$ cat src/source/mole_sprite.mem
// rows 0 to 51 from the top, the rightmost digit of a row is column 0
00000000_00000000_00000000_11111111_11111111_00000000_00000000_00000000
00000000_00000000_00001111_11111111_11111111_11110000_00000000_00000000
00000000_00000000_01111111_11111111_11111111_11111110_00000000_00000000
00000000_00000001_11111111_11111111_11111111_11111111_10000000_00000000
00000000_00000111_11111111_11111111_11111111_11111111_11100000_00000000
00000000_00001111_11111111_11111111_11111111_11111111_11110000_00000000
00000000_00011111_11111111_11111111_11111111_11111111_11111000_00000000
00000000_00111111_11111111_11111111_11111111_11111111_11111100_00000000
00000000_00111111_11111111_10000111_11100001_11111111_11111100_00000000
00000000_00111111_11111111_10000111_11100001_11111111_11111100_00000000
00000000_00111111_11111111_10000111_11100001_11111111_11111100_00000000
00000000_01111111_11111111_11111111_11111111_11111111_11111110_00000000
00000000_01111111_11111111_11111111_11111111_11111111_11111110_00000000
00000000_01111111_11111111_11111111_11111111_11111111_11111110_00000000
00000000_11111111_11111111_11111100_00111111_11111111_11111111_00000000
00000000_11111111_11111111_11111100_00111111_11111111_11111111_00000000
00000000_11111111_11111111_11111100_00111111_11111111_11111111_00000000
00000000_11111111_11111111_11111111_11111111_11111111_11111111_00000000
00000000_11111111_11111111_11111111_11111111_11111111_11111111_00000000
00000000_11111111_11111111_11111111_11111111_11111111_11111111_00000000
00000001_11111111_11111111_11000000_00000011_11111111_11111111_10000000
00000001_11111111_11111111_11000000_00000011_11111111_11111111_10000000
00000001_11111111_11111111_11111111_11111111_11111111_11111111_10000000
00000011_11111111_11111111_11111111_11111111_11111111_11111111_11000000
00000011_11111111_11111111_11111111_11111111_11111111_11111111_11000000
00000011_11111111_11111111_11111111_11111111_11111111_11111111_11000000
00000011_11111111_11111111_11111111_11111111_11111111_11111111_11000000
00000011_11111111_11111111_11111111_11111111_11111111_11111111_11000000
00000011_11111111_11111111_11111111_11111111_11111111_11111111_11000000
00000011_11111111_11111111_11111111_11111111_11111111_11111111_11000000
00000011_11111111_11111111_11111111_11111111_11111111_11111111_11000000
00000011_11111111_11111111_11111111_11111111_11111111_11111111_11000000
00000011_11111111_11111111_11111111_11111111_11111111_11111111_11000000
00000011_11111111_11111111_11111111_11111111_11111111_11111111_11000000
00000011_11111111_11111111_11111111_11111111_11111111_11111111_11000000
00000011_11111111_11111111_11111111_11111111_11111111_11111111_11000000
00000111_11111111_11111111_11111111_11111111_11111111_11111111_11100000
00000111_11111111_11111111_11111111_11111111_11111111_11111111_11100000
00000111_11111111_11111111_11111111_11111111_11111111_11111111_11100000
00000111_11111111_11111111_11111111_11111111_11111111_11111111_11100000
00000111_11111111_11111111_11111111_11111111_11111111_11111111_11100000
00000111_11111111_11111111_11111111_11111111_11111111_11111111_11100000
00000111_11111111_11111111_11111111_11111111_11111111_11111111_11100000
00000111_11111111_11111111_11111111_11111111_11111111_11111111_11100000
00001111_11111111_11111111_11111111_11111111_11111111_11111111_11110000
00001111_11111111_11111111_11111111_11111111_11111111_11111111_11110000
00001111_11111111_11111111_11111111_11111111_11111111_11111111_11110000
00001111_11111111_11111111_11111111_11111111_11111111_11111111_11110000
00001111_11111111_11111111_11111111_11111111_11111111_11111111_11110000
00001111_11111111_11111111_11111111_11111111_11111111_11111111_11110000
00001111_11111111_11111111_11111111_11111111_11111111_11111111_11110000
00001111_11111111_11111111_11111111_11111111_11111111_11111111_11110000

$ cat src/source/mole_pkg.sv
`default_nettype none

package mole_pkg;

  ////////////////////
  // 640x480 timing
  localparam int H_ACTIVE = 640;
  localparam int H_FRONT  = 16;
  localparam int H_SYNC   = 96;
  localparam int H_BACK   = 48;
  localparam int H_TOTAL  = 800;
  localparam int V_ACTIVE = 480;
  localparam int V_FRONT  = 10;
  localparam int V_SYNC   = 2;
  localparam int V_BACK   = 33;
  localparam int V_TOTAL  = 525;
  localparam int H_W      = 10;
  localparam int V_W      = 10;

  ////////////////////
  // board layout, bit order of the holes input
  localparam int NUM_HOLES = 8;
  localparam logic [9:0] HOLE_X [NUM_HOLES] =
    '{10'd100, 10'd250, 10'd400, 10'd175, 10'd325, 10'd100, 10'd250, 10'd400};
  localparam logic [9:0] HOLE_Y [NUM_HOLES] =
    '{10'd100, 10'd100, 10'd100, 10'd225, 10'd225, 10'd350, 10'd350, 10'd350};
  localparam int HOLE_WIDTH  = 75;
  localparam int HOLE_HEIGHT = 10;

  // mole box sits right on top of its bar
  localparam int SPRITE_W     = 64;
  localparam int SPRITE_H     = 52;
  localparam int SPRITE_X_OFS = 5;

  localparam logic [3:0] MOLE_R = 4'd9;
  localparam logic [3:0] MOLE_G = 4'd6;
  localparam logic [3:0] MOLE_B = 4'd2;
  localparam logic [3:0] WHITE  = 4'd15;

  ////////////////////
  // score display, ones digit first
  localparam int SCORE_W = 10;
  localparam logic [9:0] DIGIT_X [3] = '{10'd600, 10'd585, 10'd570};
  localparam int DIGIT_Y = 13;

  // bit 6 top ... bit 1 upper left, bit 0 middle
  function automatic logic [6:0] seg_decode(input logic [3:0] digit);
    case (digit)
      4'd0:    return 7'b1111110;
      4'd1:    return 7'b0110000;
      4'd2:    return 7'b1101101;
      4'd3:    return 7'b1111001;
      4'd4:    return 7'b0110011;
      4'd5:    return 7'b1011011;
      4'd6:    return 7'b1011111;
      4'd7:    return 7'b1110000;
      4'd8:    return 7'b1111111;
      4'd9:    return 7'b1111011;
      default: return 7'b0000000;
    endcase
  endfunction

endpackage

`default_nettype wire

$ cat src/source/vga_timing.sv
`default_nettype none

module vga_timing (
  input  wire                      in_clk,
  input  wire                      reset,
  output logic [mole_pkg::H_W-1:0] h_count,
  output logic [mole_pkg::V_W-1:0] v_count,
  output logic                     active,
  output logic                     hs,
  output logic                     vs,
  output logic                     frame_end
);

  import mole_pkg::*;

  localparam int HS_START = H_ACTIVE + H_FRONT;
  localparam int VS_START = V_ACTIVE + V_FRONT;

  logic line_end;

  assign line_end = (h_count == H_TOTAL - 1);

  ////////////////////
  // pixel and line counters
  always_ff @(posedge in_clk) begin
    if (reset) begin
      h_count <= '0;
      v_count <= '0;
    end else if (line_end) begin
      h_count <= '0;
      if (v_count == V_TOTAL - 1) begin
        v_count <= '0;
      end else begin
        v_count <= v_count + 1'b1;
      end
    end else begin
      h_count <= h_count + 1'b1;
    end
  end

  assign active = (h_count < H_ACTIVE) && (v_count < V_ACTIVE);

  // both syncs are active low
  assign hs = !((h_count >= HS_START) && (h_count < HS_START + H_SYNC));
  assign vs = !((v_count >= VS_START) && (v_count < VS_START + V_SYNC));

  // last pixel position of the frame, back porch included
  assign frame_end = line_end && (v_count == V_TOTAL - 1);

  a_h_range: assert property (@(posedge in_clk) disable iff (reset)
    h_count < H_TOTAL);

endmodule

`default_nettype wire

$ cat src/source/frame_regs.sv
`default_nettype none

module frame_regs (
  input  wire                              in_clk,
  input  wire                              reset,
  input  wire                              frame_end,
  input  wire  [mole_pkg::NUM_HOLES-1:0]   holes,
  input  wire  [mole_pkg::SCORE_W-1:0]     score,
  output logic [mole_pkg::NUM_HOLES-1:0]   hole_mask,
  output logic [mole_pkg::SCORE_W-1:0]     score_q
);

  // game state is frozen for the whole picture
  always_ff @(posedge in_clk) begin
    if (reset) begin
      hole_mask <= '0;
      score_q   <= '0;
    end else if (frame_end) begin
      hole_mask <= holes;
      score_q   <= score;
    end
  end

  a_frame_only: assert property (@(posedge in_clk) disable iff (reset)
    ($changed(hole_mask) || $changed(score_q)) |-> ($past(frame_end) || $past(reset)));

endmodule

`default_nettype wire

$ cat src/source/mole_sprite.sv
`default_nettype none

module mole_sprite (
  input  wire  [mole_pkg::H_W-1:0]       h_count,
  input  wire  [mole_pkg::V_W-1:0]       v_count,
  input  wire  [mole_pkg::NUM_HOLES-1:0] hole_mask,
  output logic                           mole_hit,
  output logic                           mole_on
);

  import mole_pkg::*;

  logic [SPRITE_W-1:0] rom [SPRITE_H];

  logic [NUM_HOLES-1:0] in_box;
  logic [5:0]           box_row [NUM_HOLES];
  logic [5:0]           box_col [NUM_HOLES];
  logic [5:0]           row;
  logic [5:0]           col;

  initial begin
    $readmemb("/design/src/source/mole_sprite.mem", rom);
  end

  ////////////////////
  // one box per hole
  for (genvar g = 0; g < NUM_HOLES; g++) begin : g_box
    localparam int LEFT = HOLE_X[g] + SPRITE_X_OFS;
    localparam int TOP  = HOLE_Y[g] - SPRITE_H;

    assign in_box[g] = hole_mask[g] &&
                       (h_count >= LEFT) && (h_count < LEFT + SPRITE_W) &&
                       (v_count >= TOP) && (v_count < HOLE_Y[g]);
    assign box_row[g] = 6'(v_count - TOP);
    assign box_col[g] = 6'(h_count - LEFT);
  end

  // first matching box picks the rom offset
  always_comb begin
    mole_hit = 1'b0;
    row      = '0;
    col      = '0;
    for (int i = 0; i < NUM_HOLES; i++) begin
      if (!mole_hit && in_box[i]) begin
        mole_hit = 1'b1;
        row      = box_row[i];
        col      = box_col[i];
      end
    end
  end

  // column c is bit c of the row word
  assign mole_on = mole_hit && rom[row][col];

endmodule

`default_nettype wire

$ cat src/source/score_overlay.sv
`default_nettype none

module score_overlay (
  input  wire  [mole_pkg::H_W-1:0]     h_count,
  input  wire  [mole_pkg::V_W-1:0]     v_count,
  input  wire  [mole_pkg::SCORE_W-1:0] score_q,
  output logic                         seg_hit,
  output logic                         seg_on
);

  import mole_pkg::*;

  logic [3:0] digit [3];
  logic [2:0] digit_hit;
  logic [2:0] digit_on;
  logic       y_top;
  logic       y_up;
  logic       y_mid;
  logic       y_low;
  logic       y_bot;

  // hundreds of 10 and up decode to blank
  assign digit[0] = 4'(score_q % 10);
  assign digit[1] = 4'((score_q / 10) % 10);
  assign digit[2] = 4'(score_q / 100);

  ////////////////////
  // row bands shared by all digits
  assign y_top = (v_count >= DIGIT_Y)      && (v_count <= DIGIT_Y + 1);
  assign y_up  = (v_count >= DIGIT_Y + 2)  && (v_count <= DIGIT_Y + 11);
  assign y_mid = (v_count >= DIGIT_Y + 12) && (v_count <= DIGIT_Y + 13);
  assign y_low = (v_count >= DIGIT_Y + 14) && (v_count <= DIGIT_Y + 23);
  assign y_bot = (v_count >= DIGIT_Y + 24) && (v_count <= DIGIT_Y + 25);

  for (genvar d = 0; d < 3; d++) begin : g_digit
    localparam int X0 = DIGIT_X[d];

    logic       x_c;
    logic       x_r;
    logic       x_l;
    logic [6:0] rect;
    logic [6:0] seg;

    assign x_c = (h_count >= X0)      && (h_count <= X0 + 9);
    assign x_r = (h_count >= X0 + 10) && (h_count <= X0 + 11);
    assign x_l = (h_count >= X0 - 2)  && (h_count <= X0 - 1);

    // same bit order as seg_decode
    assign rect = {x_c && y_top, x_r && y_up, x_r && y_low, x_c && y_bot,
                   x_l && y_low, x_l && y_up, x_c && y_mid};
    assign seg  = seg_decode(digit[d]);

    assign digit_hit[d] = |rect;
    assign digit_on[d]  = |(rect & seg);
  end

  assign seg_hit = |digit_hit;
  assign seg_on  = |digit_on;

endmodule

`default_nettype wire

$ cat src/source/scene_compose.sv
`default_nettype none

module scene_compose (
  input  wire                    in_clk,
  input  wire                    reset,
  input  wire [mole_pkg::H_W-1:0] h_count,
  input  wire [mole_pkg::V_W-1:0] v_count,
  input  wire                    active,
  input  wire                    hs,
  input  wire                    vs,
  input  wire                    mole_hit,
  input  wire                    mole_on,
  input  wire                    seg_hit,
  input  wire                    seg_on,
  output logic [3:0]             vga_r,
  output logic [3:0]             vga_g,
  output logic [3:0]             vga_b,
  output logic                   vga_hs,
  output logic                   vga_vs
);

  import mole_pkg::*;

  logic       bar_hit;
  logic [3:0] r_nxt;
  logic [3:0] g_nxt;
  logic [3:0] b_nxt;

  always_comb begin
    bar_hit = 1'b0;
    for (int i = 0; i < NUM_HOLES; i++) begin
      if ((h_count >= HOLE_X[i]) && (h_count < HOLE_X[i] + HOLE_WIDTH) &&
          (v_count >= HOLE_Y[i]) && (v_count < HOLE_Y[i] + HOLE_HEIGHT)) begin
        bar_hit = 1'b1;
      end
    end
  end

  ////////////////////
  // layers, later ones win
  always_comb begin
    {r_nxt, g_nxt, b_nxt} = '0;
    if (bar_hit) begin
      {r_nxt, g_nxt, b_nxt} = {WHITE, WHITE, WHITE};
    end
    if (mole_hit) begin
      {r_nxt, g_nxt, b_nxt} = mole_on ? {MOLE_R, MOLE_G, MOLE_B} : 12'h000;
    end
    if (seg_hit) begin
      {r_nxt, g_nxt, b_nxt} = seg_on ? {WHITE, WHITE, WHITE} : 12'h000;
    end
    if (!active) begin
      {r_nxt, g_nxt, b_nxt} = '0;
    end
  end

  // syncs share the color stage so they stay aligned
  always_ff @(posedge in_clk) begin
    if (reset) begin
      vga_r  <= '0;
      vga_g  <= '0;
      vga_b  <= '0;
      vga_hs <= 1'b1;
      vga_vs <= 1'b1;
    end else begin
      vga_r  <= r_nxt;
      vga_g  <= g_nxt;
      vga_b  <= b_nxt;
      vga_hs <= hs;
      vga_vs <= vs;
    end
  end

endmodule

`default_nettype wire

$ cat src/source/mole_vga_top.sv
`default_nettype none

module mole_vga_top (
  input  wire                            in_clk,
  input  wire                            reset,
  input  wire  [mole_pkg::NUM_HOLES-1:0] holes,
  input  wire  [mole_pkg::SCORE_W-1:0]   score,
  output logic [3:0]                     vga_r,
  output logic [3:0]                     vga_g,
  output logic [3:0]                     vga_b,
  output logic                           vga_hs,
  output logic                           vga_vs
);

  import mole_pkg::*;

  // names below match the sub-block ports
  logic [H_W-1:0]       h_count;
  logic [V_W-1:0]       v_count;
  logic                 active;
  logic                 hs;
  logic                 vs;
  logic                 frame_end;
  logic [NUM_HOLES-1:0] hole_mask;
  logic [SCORE_W-1:0]   score_q;
  logic                 mole_hit;
  logic                 mole_on;
  logic                 seg_hit;
  logic                 seg_on;

  vga_timing u_timing (.*);

  frame_regs u_regs (.*);

  mole_sprite u_sprite (.*);

  score_overlay u_score (.*);

  scene_compose u_compose (.*);

endmodule

`default_nettype wire

$ cat config.mk
export PLATFORM = sky130hd
export DESIGN_NAME = mole_vga_top
export DESIGN_NICKNAME = d
export VERILOG_FILES = /design/src/source/mole_pkg.sv /design/src/source/vga_timing.sv /design/src/source/frame_regs.sv /design/src/source/mole_sprite.sv /design/src/source/score_overlay.sv /design/src/source/scene_compose.sv /design/src/source/mole_vga_top.sv
export SDC_FILE = /design/constraint.sdc
export NUM_CORES = 1
export LEC_CHECK = 0
export BUFFER_PORTS_ARGS = -buffer_cell sky130_fd_sc_hd__buf_2
export CAP_MARGIN = 20
export CORE_MARGIN = 8
export CORE_UTILIZATION = 35
export DETAILED_ROUTE_END_ITERATION = 6
export PLACE_DENSITY = 0.63
export SLEW_MARGIN = 20
export SYNTH_ARGS = -nofsm -noshare
export SYNTH_HDL_FRONTEND = slang
export SYNTH_SLANG_ARGS = --single-unit
export TNS_END_PERCENT = 20
$ cat constraint.sdc
create_clock -name in_clk -period 10.2 [get_ports in_clk]
set_input_delay 0.51 -clock in_clk [delete_from_list [all_inputs] [get_ports in_clk]]
set_output_delay 0.51 -clock in_clk [all_outputs]
set_load 0.005 [all_outputs]
# ---- Word-level counts from Yosys, hierarchy flattened
# Memory sizes are Yosys's and may differ from the RTL's.
# Index checks and enable logic that the tools add are counted.
dict set report op_classes {
  n_addsub 7
  div 4
  order_cmp 67
  eq_ne 2
  mux 36
  bitwise_logic 4
  reduce_logical 113
}
# cell n
set op_table {}
lappend op_table {{10-bit greater-or-equal comparator, second input constant} 10}
lappend op_table {{1-bit logical AND} 100}
lappend op_table {{10-bit by 9-bit < comparator with 1-bit output, second input constant} 10}
lappend op_table {{10-bit less-or-equal comparator, second input constant} 9}
lappend op_table {{10-bit by 9-bit greater-or-equal comparator with 1-bit output, second input constant} 7}
lappend op_table {{10-bit by 8-bit greater-or-equal comparator with 1-bit output, second input constant} 6}
lappend op_table {{10-bit by 8-bit < comparator with 1-bit output, second input constant} 6}
lappend op_table {{6-bit 2-to-1 mux} 8}
lappend op_table {{21-bit OR reduction} 2}
lappend op_table {{10-bit by 4-bit divider with 32-bit output, second input constant} 1}
lappend op_table {{10-bit by 7-bit divider with 32-bit output, second input constant} 1}
lappend op_table {{10-bit by 4-bit modulo with 32-bit output, second input constant} 1}
lappend op_table {{32-bit by 4-bit modulo with 32-bit output, second input constant} 1}
lappend op_table {{10-bit by 7-bit greater-or-equal comparator with 1-bit output, second input constant} 3}
lappend op_table {{4-bit 2-to-1 mux} 7}
lappend op_table {{12-bit 2-to-1 mux} 2}
lappend op_table {{7-bit AND} 3}
lappend op_table {{10-bit by 1-bit adder with 10-bit output, second input constant} 2}
lappend op_table {{10-bit equality test, second input constant} 2}
lappend op_table {{10-bit by 4-bit greater-or-equal comparator with 1-bit output, second input constant} 2}
lappend op_table {{10-bit by 5-bit greater-or-equal comparator with 1-bit output, second input constant} 2}
lappend op_table {{10-bit by 6-bit greater-or-equal comparator with 1-bit output, second input constant} 2}
lappend op_table {{10-bit by 5-bit less-or-equal comparator with 1-bit output, second input constant} 2}
lappend op_table {{10-bit by 6-bit less-or-equal comparator with 1-bit output, second input constant} 2}
lappend op_table {{other kinds (13)} 42}
dict set report totals {
  reg_bits 52
  romBits 336
  output_inout_bits 14
  word_cells 245
  mem_count 3
}
# name depth width read_ports rd_clocked_by_memory_dff wr line
set memory_table {}
lappend memory_table {{(no name shown)} 16 7 1 0 0 mole_pkg.sv:48} ;# case (digit)
lappend memory_table {{(no name shown)} 16 7 1 0 0 mole_pkg.sv:48}
lappend memory_table {{(no name shown)} 16 7 1 0 0 mole_pkg.sv:48}

# ---- Depth between registers and ports, before layout
# Gate-level depths: netlist of run 1.
dict set report depth {
  word_depth 33
  mapped_depth 40
  depth_no_buf 35
}

# ---- Cells and area by module
# Synthesis of run 1 repeated with hierarchy kept, for this count alone.
dict set report hier_totals {
  cells_unflattened 920
  hier_area_um2 6392.4
}
# module instances cells_each area_each_um2 seq_area_each_um2
set modules_own_cells {}
lappend modules_own_cells {score_overlay 1 616 3893.7 0.0}
lappend modules_own_cells {vga_timing 1 115 988.4 400.4}
lappend modules_own_cells {frame_regs 1 58 649.4 360.3}
lappend modules_own_cells {scene_compose 1 69 494.2 80.1}
lappend modules_own_cells {mole_sprite 1 62 366.6 0.0}

# ---- Least setup slack after synthesis of run 1
# OpenSTA, ideal clock, no wires.
dict set report synth_path {
  path_kind {reg2reg}
  start {reg u_regs.score_q[8] (netlist bit)}
  end {reg u_compose.vga_b[2]}
  setup_time_ns 0.070
  t_arrival_ns 7.197
  slack_ns 2.933
  path_stages_with_launch 34
  n_path_buf 2
  path_cell_list {dfxtp_1 buf_4 nor2_2 inv_2 ha_1 and4b_1 o21a_4 nor2_8 inv_2 or4_1 o2111a_2 a211oi_4 or4b_4 a311oi_4 a31o_4 inv_2 ha_1 or3_1 a31oi_1 o22ai_1 a21oi_1 nand2_1 o31ai_1 nor4_4 and2_1 buf_6 xnor2_1 inv_1 ha_1 o22a_1 o22ai_1 mux2i_1 a41o_1 a21oi_1}
}
dict set report synth_via {
  elab_chain_cells 7
  word_cells_on_any_way 13
  cone_classes {4 x div; 2 x mux; 3 x bitwise; 1 x reduce/logical; 3 x memory}
}
# item line
set synth_rtl {}
lappend synth_rtl {{start: declaration} frame_regs.sv:10} ;# output logic [mole_pkg::SCORE_W-1:0] score_q
lappend synth_rtl {{start signal: assignment} frame_regs.sv:20} ;# score_q <= score;
lappend synth_rtl {{10-bit by 4-bit divider with 32-bit output} score_overlay.sv:24} ;# assign digit[1] = 4'((score_q / 10) % 10);
lappend synth_rtl {{32-bit by 4-bit modulo with 32-bit output} score_overlay.sv:24}
lappend synth_rtl {{memory 16 x 7 bit} n/a}
lappend synth_rtl {{7-bit AND} score_overlay.sv:54} ;# assign digit_on[d] = |(rect & seg);
lappend synth_rtl {{21-bit OR reduction *} score_overlay.sv:58} ;# assign seg_on = |digit_on;
lappend synth_rtl {{12-bit 2-to-1 mux *} scene_compose.sv:50} ;# {r_nxt, g_nxt, b_nxt} = seg_on ? {WHITE, WHITE, WHITE} : 12'h000;
lappend synth_rtl {{4-bit 2-to-1 mux *} scene_compose.sv:49} ;# if (seg_hit) begin
lappend synth_rtl {{end signal: assignment} scene_compose.sv:68} ;# vga_b <= b_nxt;
lappend synth_rtl {{end: declaration} scene_compose.sv:17} ;# output logic [3:0] vga_b,
# Every way passes the cells marked *; elsewhere a longest branch is shown, timed or not.
# A chain may end at the register's enable or synchronous reset.

# ---- Final worst setup path of run 1
dict set report layout_path {
  start {reg u_regs.score_q[9] (netlist bit)}
  end {reg u_compose.vga_b[2]}
}
# Same word-level chain as after synthesis.

==> results of run 1 <==
[sequential cells by signal, indices dropped and copies added (netlist names)]
register,flops
u_compose.vga_b,1
u_timing.h_count,10
u_compose.vga_vs,1
u_regs.hole_mask,2
u_regs.score_q,10
u_compose.vga_hs,1
u_timing.v_count,10
[metrics by stage]
stage	instances	total power (µW)	worst slack (ps)
2_1_floorplan	891	150.8	2933
3_3_place_gp	1074	155.7	1748
3_5_place_dp	1074	155.7	1726
4_1_cts	1082	303.8	1669
5_1_grt	1082	310.4	920.9
6_report	1082	299.7	1567
[layout make-up]
type,instances,area [µm²],share of cell area
clock buffers,7,132.6,0.02135
clock inverters,1,5.005,0.0008058
inverters,42,157.7,0.02538
multi-input cells,741,4737,0.7627
flip-flops and latches,35,700.7,0.1128
well taps,220,275.3,0.04432
repair buffers,36,202.7,0.03263
[power breakdown]
part / internal (µW) / total (µW) / leakage, µW / switching [µW]
clock network: 90.2 / 147 / 0.0000679 / 56.6
logic: 5.00 / 12.8 / 0.00191 / 7.79
registers: 138 / 140 / 0.000282 / 2.25
[routing by layer]
layer	global-route usage	share of wire	vias up
li1	-	-	3214
met1	0.2138	0.50	2952
met2	0.2324	0.44	189
met3	0.01205	0.047	14
met4	0.03812	0.012	0
met5	0	0	-
[placed cells by master, fill, tap and decap left out, types with 5 or more instances in the layout]
cell	netlist	routed
buf_4	14	9
nand3b_1	8	8
a22o_1	5	5
nand2_1	100	100
and3_1	8	8
or4_1	6	6
o31ai_1	8	8
nor2b_1	15	15
clkbuf_16	0	5
o21a_1	5	5
o21ai_0	53	53
nand4_1	11	11
dfxtp_1	35	35
o22ai_1	14	14
o2111ai_1	7	7
inv_2	5	5
nand3_1	31	31
nor2_1	101	101
or3_1	12	12
or2_2	7	7
xor2_1	12	12
and2_1	6	6
inv_1	36	36
ha_1	31	31
a211oi_1	13	13
a31oi_1	19	19
o211ai_1	10	10
a21o_1	6	6
nor4_1	14	14
nor3_1	25	25
xnor2_1	16	16
buf_2	13	27
nand2b_1	17	17
mux2i_1	10	10
a21oi_1	65	65
[critical path: cells and delay by family, from the launching register on]
| family | cells | cell delay (ps) |
|---|---|---|
| muxes | 3 | 430 |
| buffers and inverters | 4 | 610 |
| AOI/OAI and AO/OA | 12 | 2820 |
| xor gates and xnor gates | 1 | 270 |
| and+or+nand+nor | 9 | 2610 |
| DFF | 1 | 750 |
| adders and majority gates | 3 | 1050 |
[kinds of logic after synthesis]
kind of cell / share of synthesized area
XOR/XNOR: 0.04119
AO/OA/AOI/OAI: 0.3325
AND/OR/NAND/NOR: 0.3266
multiplexers: 0.02690
adder cells (fa/ha/maj): 0.06852
buffers and inverters: 0.08659
flip-flops: 0.1177
[worst max path at each step]
stage / cells past startpoint / slack [ps] / from / to
floorplan: 33 / 2930 / u_regs.score_q[8] / u_compose.vga_b[2]
global placement: 32 / 1750 / u_regs.score_q[9] / u_compose.vga_b[2]
detailed placement: 32 / 1730 / u_regs.score_q[9] / u_compose.vga_b[2]
CTS: 35 / 1670 / u_regs.score_q[7] / u_compose.vga_b[2]
global route: 32 / 920 / u_regs.score_q[9] / u_compose.vga_b[2]
finish: 32 / 1570 / u_regs.score_q[9] / u_compose.vga_b[2]
==> impl_metrics.toml, run 1 <==
[run_status]
status = "complete, no violations"

[synth]
yosysUniqueCellTypes = 101
synth_cells = 891
syn_area_um2 = 5953
async_flop_share = 0
synth_area_leaders = "dfxtp_1 12%, ha_1 6.5%, nor2_1 6.4%"
synth_top_area_frac = 0.1177
yosys.cell_count.top_type = "nor2_1"
synth_warnings = 0
avgSynthCellArea_um2 = 6.681
synth_commonest_cells = "101 x nor2_1, 100 x nand2_1, 65 x a21oi_1"
syn_nets = 942
yosysSeqAreaShare = 0.1177
synth_edf_count = 0
synth_ff_type = "dfxtp_1"
yosys.area.top_type = "dfxtp_1"
yosys_register_bits = 35

[setup_path]
reg2regPathDepth = 32
crit_type = "reg2reg"
cp_max_fo = 19
critPathLaunchType = "register"
crit_arrival_ps = 8840
required_ps = 10410
slowest_stage = "dfxtp_1"
reg2reg_slack_ps = 1570
endpoint_kind = "register"
critPathMaxStageDelay_ps = 750
r2r-start = "u_regs.score_q[9]"
reg2reg_to = "u_compose.vga_b[2]"

[die]
fp.dieW_um = 146.4
num_rows = 47
start_util = 0.3590
core_um2 = 16580
die_area_um2 = 21440
ios = 34
die_h_um = 146.4

[sta]
finalSetupViolations = 0
drv_slew = 0
max_freq_mhz = 115.8
period_minus_slack_ps = 8633
fin_crit_sh = 0.8464
tns_ps = 0
fin_hold_ws_ps = 465.0
tightest_slew_ps = 1058
relSlewSlack = 0.2935
rsz0062_at_grt = "false"
hold_viol = 0
fin_worst_skew_ps = 7.539

[route]
drtPass1Iterations = 5
ant_nets = 0
first_iter_violations = 466
vias = 6369
wirelength_mm = 16.43
drc = 0
viasPerCell = 5.886
post_drt_wl_per_cell_um = 15.18

[finish]
nets = 912
fillCellCount = 1806
area_growth_pct = 4.330
n_antenna_cell = 0
final_cell_area_um2 = 6211
drive_above_1_share = 0.1009
fin_util = 0.3745

[power]
cellLeakagePower_uw = 0.002263
powerDensity_nw_per_um2 = 48.25
ir_worst_vdd_uv = 82.35

[clocking]
clk_latency_ps = 280
cts_sinks = 35
postCtsHoldBufs = 0
cts_buffer_depth = 2
cts_resized = 0
cts_root_buffer = "clkbuf_16"
cts_tree = "built"
cts_made_buffers = 5
htreeDepth = 2
postCtsSetupRepairBufs = 0
clk_pin_slew_ps = 60

[placed_design]
place_area_um2 = 6073
numPortBuffers = 27
place_congestion = 0.8857
hpwl_mm = 12.24

[min_path]
hold_path.class = "reg2reg"
whs_path_depth = 2
min_from = "u_regs.hole_mask[4]"
min_to = "u_regs.hole_mask[4]"

[global_route]
antenna_found_initial = 0
track_usage = 0.1486
grt_max_degree = 35
grt_pass1_wl_mm = 27.84
grt_overflow = 0
grt_pass1_vias = 5708

[run]
maxCapViolCount = 0
(Power assumes the default switching activity.)
==> inputs of run 2 (changes only) <==
- clock period: 10.2 -> 8.86 ns (I/O delays scaled with it)
==> run 2 against run 1 <==
Fmax grew 4.0%. Wire length up 1.1%. Combinational power up 15%. Design area grew 0.95%. Utilization increased by 0.35 points. Register-to-register slack got worse by 1000 ps. Flip-flop and latch count unchanged. Worst setup slack got worse by 1000 ps. Non-clock buffer count grew 5.
==> impl_metrics.toml, run 2 (synthesized netlist as in run 1, its figures left out) <==
[run_status]
status = "complete, no violations"

[global_route]
grt_pass1_vias = 5624
antenna_found_initial = 0
grt_overflow = 0
grt_pass1_wl_mm = 27.70
grt_max_degree = 34
track_usage = 0.1481

[clocking]
cts_made_buffers = 5
cts_root_buffer = "clkbuf_16"
clk_pin_slew_ps = 60
cts_buffer_depth = 2
cts_tree = "built"
postCtsHoldBufs = 0
cts_sinks = 35
clk_latency_ps = 280
htreeDepth = 2

[power]
powerDensity_nw_per_um2 = 55.75
ir_worst_vdd_uv = 106.5
cellLeakagePower_uw = 0.002298

[setup_path]
worstSetupStartpoint = "u_regs.score_q[7]"
cp_max_fo = 13
crit_arrival_ps = 8510
critPathLaunchType = "register"
slowest_stage = "or4b_4"
r2r-start = "u_regs.score_q[7]"
crit_type = "reg2reg"
required_ps = 9070
endpoint_kind = "register"
critPathMaxStageDelay_ps = 530

[route]
vias = 6381
viasPerCell = 5.876
ant_nets = 0
drtPass1Iterations = 5
wirelength_mm = 16.61
drc = 0
first_iter_violations = 582
post_drt_wl_per_cell_um = 15.29

[sta]
finalSetupViolations = 0
relSlewSlack = 0.4093
tightest_slew_ps = 886.0
hold_viol = 0
fin_crit_sh = 0.9370
rsz0062_at_grt = "false"
fin_worst_skew_ps = 7.315
tns_ps = 0
max_freq_mhz = 120.5
drv_slew = 0
period_minus_slack_ps = 8301

[placed_design]
dp_cells = 1077
place_congestion = 0.9280
numPortBuffers = 27
place_area_um2 = 6096
hpwl_mm = 12.47

[finish]
top_regs = "u_regs.score_q (10), u_timing.h_count (10), u_timing.v_count (10)"
final_cell_area_um2 = 6270
layout_commonest_cell = "nor2_1"
area_growth_pct = 5.317
layout_common_cells = "101 x nor2_1, 100 x nand2_1, 65 x a21oi_1, 53 x o21ai_0, 36 x inv_1"
fin_cells = 1086
nets = 917
n_antenna_cell = 0
drive_above_1_share = 0.1109

[die]
num_rows = 47
start_util = 0.3590
die_area_um2 = 21440
core_um2 = 16580
fp.dieW_um = 146.4
die_h_um = 146.4
ios = 34

[run]
maxCapViolCount = 0

[min_path]
hold_path.class = "in2reg"
min_from = "score[6]"
## run 2: changes by cell type in the layout (fill, tap and decap cells not counted), sizes merged
cell | previous run | this run
buf | 36 | 41
clkbuf | 7 | 6
## run 2: final timing paths
kind                                            end  slack (ps)  cells past startpoint
worst max register to register   u_compose.vga_b[2]         560                     32
worst min register to register  u_regs.hole_mask[3]         460                      2
worst min-delay path              u_regs.score_q[6]         400                      3
worst max-delay path             u_compose.vga_b[2]         560                     32
## run 2: what timing repair did
action                                  4_1_cts  5_1_grt
resized for setup                             0        3
endpoints found under the setup margin        0        1
buffers inserted                              0        2
## run 2: layer usage
metal	wire [µm]	GRT usage	vias to the layer above	share of wire
met4	182	0.03503	0	0.011
met5	0	0	-	0
li1	-	-	3209	-
met2	7441	0.2313	223	0.45
met1	7998	0.2109	2933	0.48
met3	986	0.01792	16	0.059
## run 2: power by group
group	internal (µW)	switching [µW]
registers	159	2.63
clock network	110	64.0
logic	5.78	8.89
## run 2: per-stage QoR
step / hold slack, ps / setup slack (ps) / util / power (µW)
detailed placement: 458.4 / 635.1 / 0.3676 / 179.1
finish: 401.5 / 558.6 / 0.3781 / 349.6
global route: 412.9 / 0.7852 / 0.3781 / 363.0
global placement: 454.7 / 727.3 / 0.3676 / 179.2
CTS: 398.7 / 605.4 / 0.3763 / 356.1
floorplan: 432.1 / 1593 / - / 173.7
## run 2: worst max-delay path, delay by kind of cell (launching register included)
family / cells / cell delay (ps)
fa+ha+maj: 3 / 970
buf+inv: 4 / 400
xor+xnor: 1 / 250
mux: 3 / 450
simple gates: 9 / 2970
flops: 1 / 310
compound gates: 12 / 2870
## run 2: layout make-up
class / instances / area (µm²)
Clock buffer: 6 / 138.9
Multi-Input combinational cell: 741 / 4752
Inverter: 42 / 157.7
Clock inverter: 1 / 5.005
Sequential cell: 35 / 700.7
Timing Repair Buffer: 41 / 240.2
Tap cell: 220 / 275.3
Fill cell: 1780 / 10310
==> inputs of run 3 (changes only) <==
--- a/config.mk
+++ b/config.mk
@@ -15,4 +15,5 @@
 export SYNTH_ARGS = -nofsm -noshare
 export SYNTH_HDL_FRONTEND = slang
+export SYNTH_HIERARCHICAL = 1
 export SYNTH_SLANG_ARGS = --single-unit
 export TNS_END_PERCENT = 20
==> constraint.sdc (replaced) <==
create_clock -name in_clk -period 8.86 [get_ports in_clk]
set_input_delay 0.886 -clock in_clk [delete_from_list [all_inputs] [get_ports in_clk]]
set_output_delay 0.886 -clock in_clk [all_outputs]
set_load 0.005 [all_outputs]
==> run 3 against run 2 <==
Flip-flop and latch count is 7 higher. Sequential share of layout area rose by 0.53 points. Clock skew is essentially flat. Final cell count rose by 7.8%. Non-clock buffer count increased by 30. Wire length increased by 12%. Critical path depth is 9 higher. Die area increased by 6.6%. Worst hold slack better by 80 ps. Largest power group is now registers.
==> impl_metrics.toml, run 3 <==
[run_status]
status = "complete, no violations"

[synth]
synth_warnings = 6
yosysSeqAreaShare = 0.1315
avgSynthCellArea_um2 = 6.948
syn_area_um2 = 6392
synth_commonest_cells = "120 x nor2_1, 83 x nand2_1, 59 x a21oi_1"
yosys.cell_count.top_type = "nor2_1"
yosysUniqueCellTypes = 107
async_flop_share = 0
synth_cells = 920
synth_top_area_frac = 0.1315
synth_area_leaders = "dfxtp_1 13%, nor2_1 7.0%, ha_1 5.5%"
synth_edf_count = 0
yosys_register_bits = 42
synth_ff_type = "dfxtp_1"
yosys.area.top_type = "dfxtp_1"
syn_nets = 968

[die]
start_util = 0.3559
fp.dieW_um = 151.1
num_rows = 49
die_h_um = 151.1
ios = 34
core_um2 = 17960
die_area_um2 = 22840

[clocking]
cts_tree = "built"
cts_buffer_depth = 2
postCtsHoldBufs = 0
htreeDepth = 2
cts_root_buffer = "clkbuf_16"
cts_sinks = 42
clk_pin_slew_ps = 60
cts_made_buffers = 5
clk_latency_ps = 290

[finish]
nets = 989
layout_common_cells = "117 x nor2_1, 82 x nand2_1, 57 x a21oi_1, 54 x o21ai_0, 42 x dfxtp_1"
layout_commonest_cell = "nor2_1"
top_regs = "u_regs/score_q (10), u_timing/h_count (10), u_timing/v_count (10)"
area_growth_pct = 12.37
n_antenna_cell = 0
fillCellCount = 1845
drive_above_1_share = 0.1529

[global_route]
grt_pass1_vias = 6182
grt_pass1_wl_mm = 30.07
gr-usage-met1 = 0.2142
antenna_found_initial = 0
grt_max_degree = 29
busiest_layer = "met2"
grt_use_met3 = 0.01882
grt_overflow = 0
use_met2 = 0.2511
track_usage = 0.1545

[min_path]
min_from = "u_regs/hole_mask[7]"
hold_path.class = "reg2reg"

[setup_path]
critPathLaunchType = "register"
crit_arrival_ps = 8640
cp_common_cell = "buf_4"
critPathMaxStageDelay_ps = 430
path_delay_family = "compound AO/OA/AOI/OAI gates"
endpoint_kind = "register"
r2r-start = "u_regs/score_q[8]"
slowest_stage = "or3_4"
crit_type = "reg2reg"
critPathBufInv = 4
required_ps = 9030
cp_max_fo = 14
worstSetupStartpoint = "u_regs/score_q[8]"

[sta]
worst_slack_ps = 391.4
fin_worst_skew_ps = 7.734
fin_hold_ws_ps = 481.9
period_minus_slack_ps = 8469
tns_ps = 0
relSlewSlack = 0.3275
fin_crit_sh = 0.9558
drv_slew = 0
max_freq_mhz = 118.1
hold_viol = 0
tightest_slew_ps = 1009
finalSetupViolations = 0

[power]
ir_worst_vdd_uv = 97.99
power_switching_uw = 88.70
pwr-share-clk = 0.456
powerDensity_nw_per_um2 = 54.31
cellLeakagePower_uw = 0.002575
power_frac_comb = 0.040
power_frac_seq = 0.504
intPower_uw = 301.4
p_sw_frac = 0.2274
total_power_uw = 390.1

[route]
wirelength_mm = 18.52
drc = 0
first_iter_violations = 607
viasPerCell = 6.040
ant_nets = 0
vias = 7073
post_drt_wl_per_cell_um = 15.81
drtPass1Iterations = 5

[placed_design]
hpwl_mm = 13.00
place_congestion = 0.9426
dp_slack_ps = -87.15
numPortBuffers = 33

[run]
maxCapViolCount = 0
## run 3: layer usage
layer  routed length, µm  vias up
li1                    -     3473
met5                   0        -
met3                1135       25
met1                8717     3316
met4                 252        0
met2                8414      259
## run 3: cell families after synthesis
logic type               synth area share
AND/OR/NAND/NOR                    0.3388
buffers and inverters             0.07144
other                           0.0005866
XOR/XNOR                          0.03856
flip-flops                         0.1315
AO/OA/AOI/OAI                      0.3173
adder cells (fa/ha/maj)           0.05637
multiplexers                      0.04541
## run 3: layout make-up
cell class	count	area [µm²]	share of cell area
Tap cell	229	286.5	0.03989
Timing Repair Buffer	71	450.4	0.06271
Clock inverter	2	13.76	0.001916
Multi-Input combinational cell	786	5321	0.7408
Inverter	35	141.4	0.01968
Clock buffer	6	128.9	0.01794
Sequential cell	42	840.8	0.1171
## run 3: per-stage QoR
step / utilization / area (µm²) / cells
after floorplan: - / 6392 / 920
after CTS: 0.3839 / 6897 / 1160
after detailed placement: 0.3749 / 6734 / 1152
final: 0.3999 / 7183 / 1171
after global routing: 0.3999 / 7183 / 1171
after global placement: 0.3749 / 6734 / 1152
## run 3: timing repair
action / CTS / global route
resized for setup: 3 / 40
setup buffers: 0 / 10
pin swaps: 0 / 16
setup endpoints to repair: 1 / 2
cloned: 0 / 1
## run 3: power by group through the flow
stage | clock network (µW) | registers, µW | logic [µW]
3_3_place_gp | 0 | 201 | 15.3
6_report | 178 | 197 | 15.4
5_1_grt | 190 | 197 | 17.2
4_1_cts | 183 | 197 | 15.5
2_1_floorplan | 0 | 197 | 10.7
3_5_place_dp | 0 | 201 | 15.4
## run 3: tightest hold or removal path, stage by stage, from the launching register on
cell and delay (ps):
dfxtp_1 320, mux2i_1 60, nor2_1 70
## run 3: worst paths after layout
path | endpoint | slack [ps] | depth (start not counted)
min reg2reg | u_regs/hole_mask[7] | 480 | 2
min | u_regs/hole_mask[7] | 480 | 2
max reg2reg | u_compose/vga_r[0] | 390 | 41
max | u_compose/vga_r[0] | 390 | 41
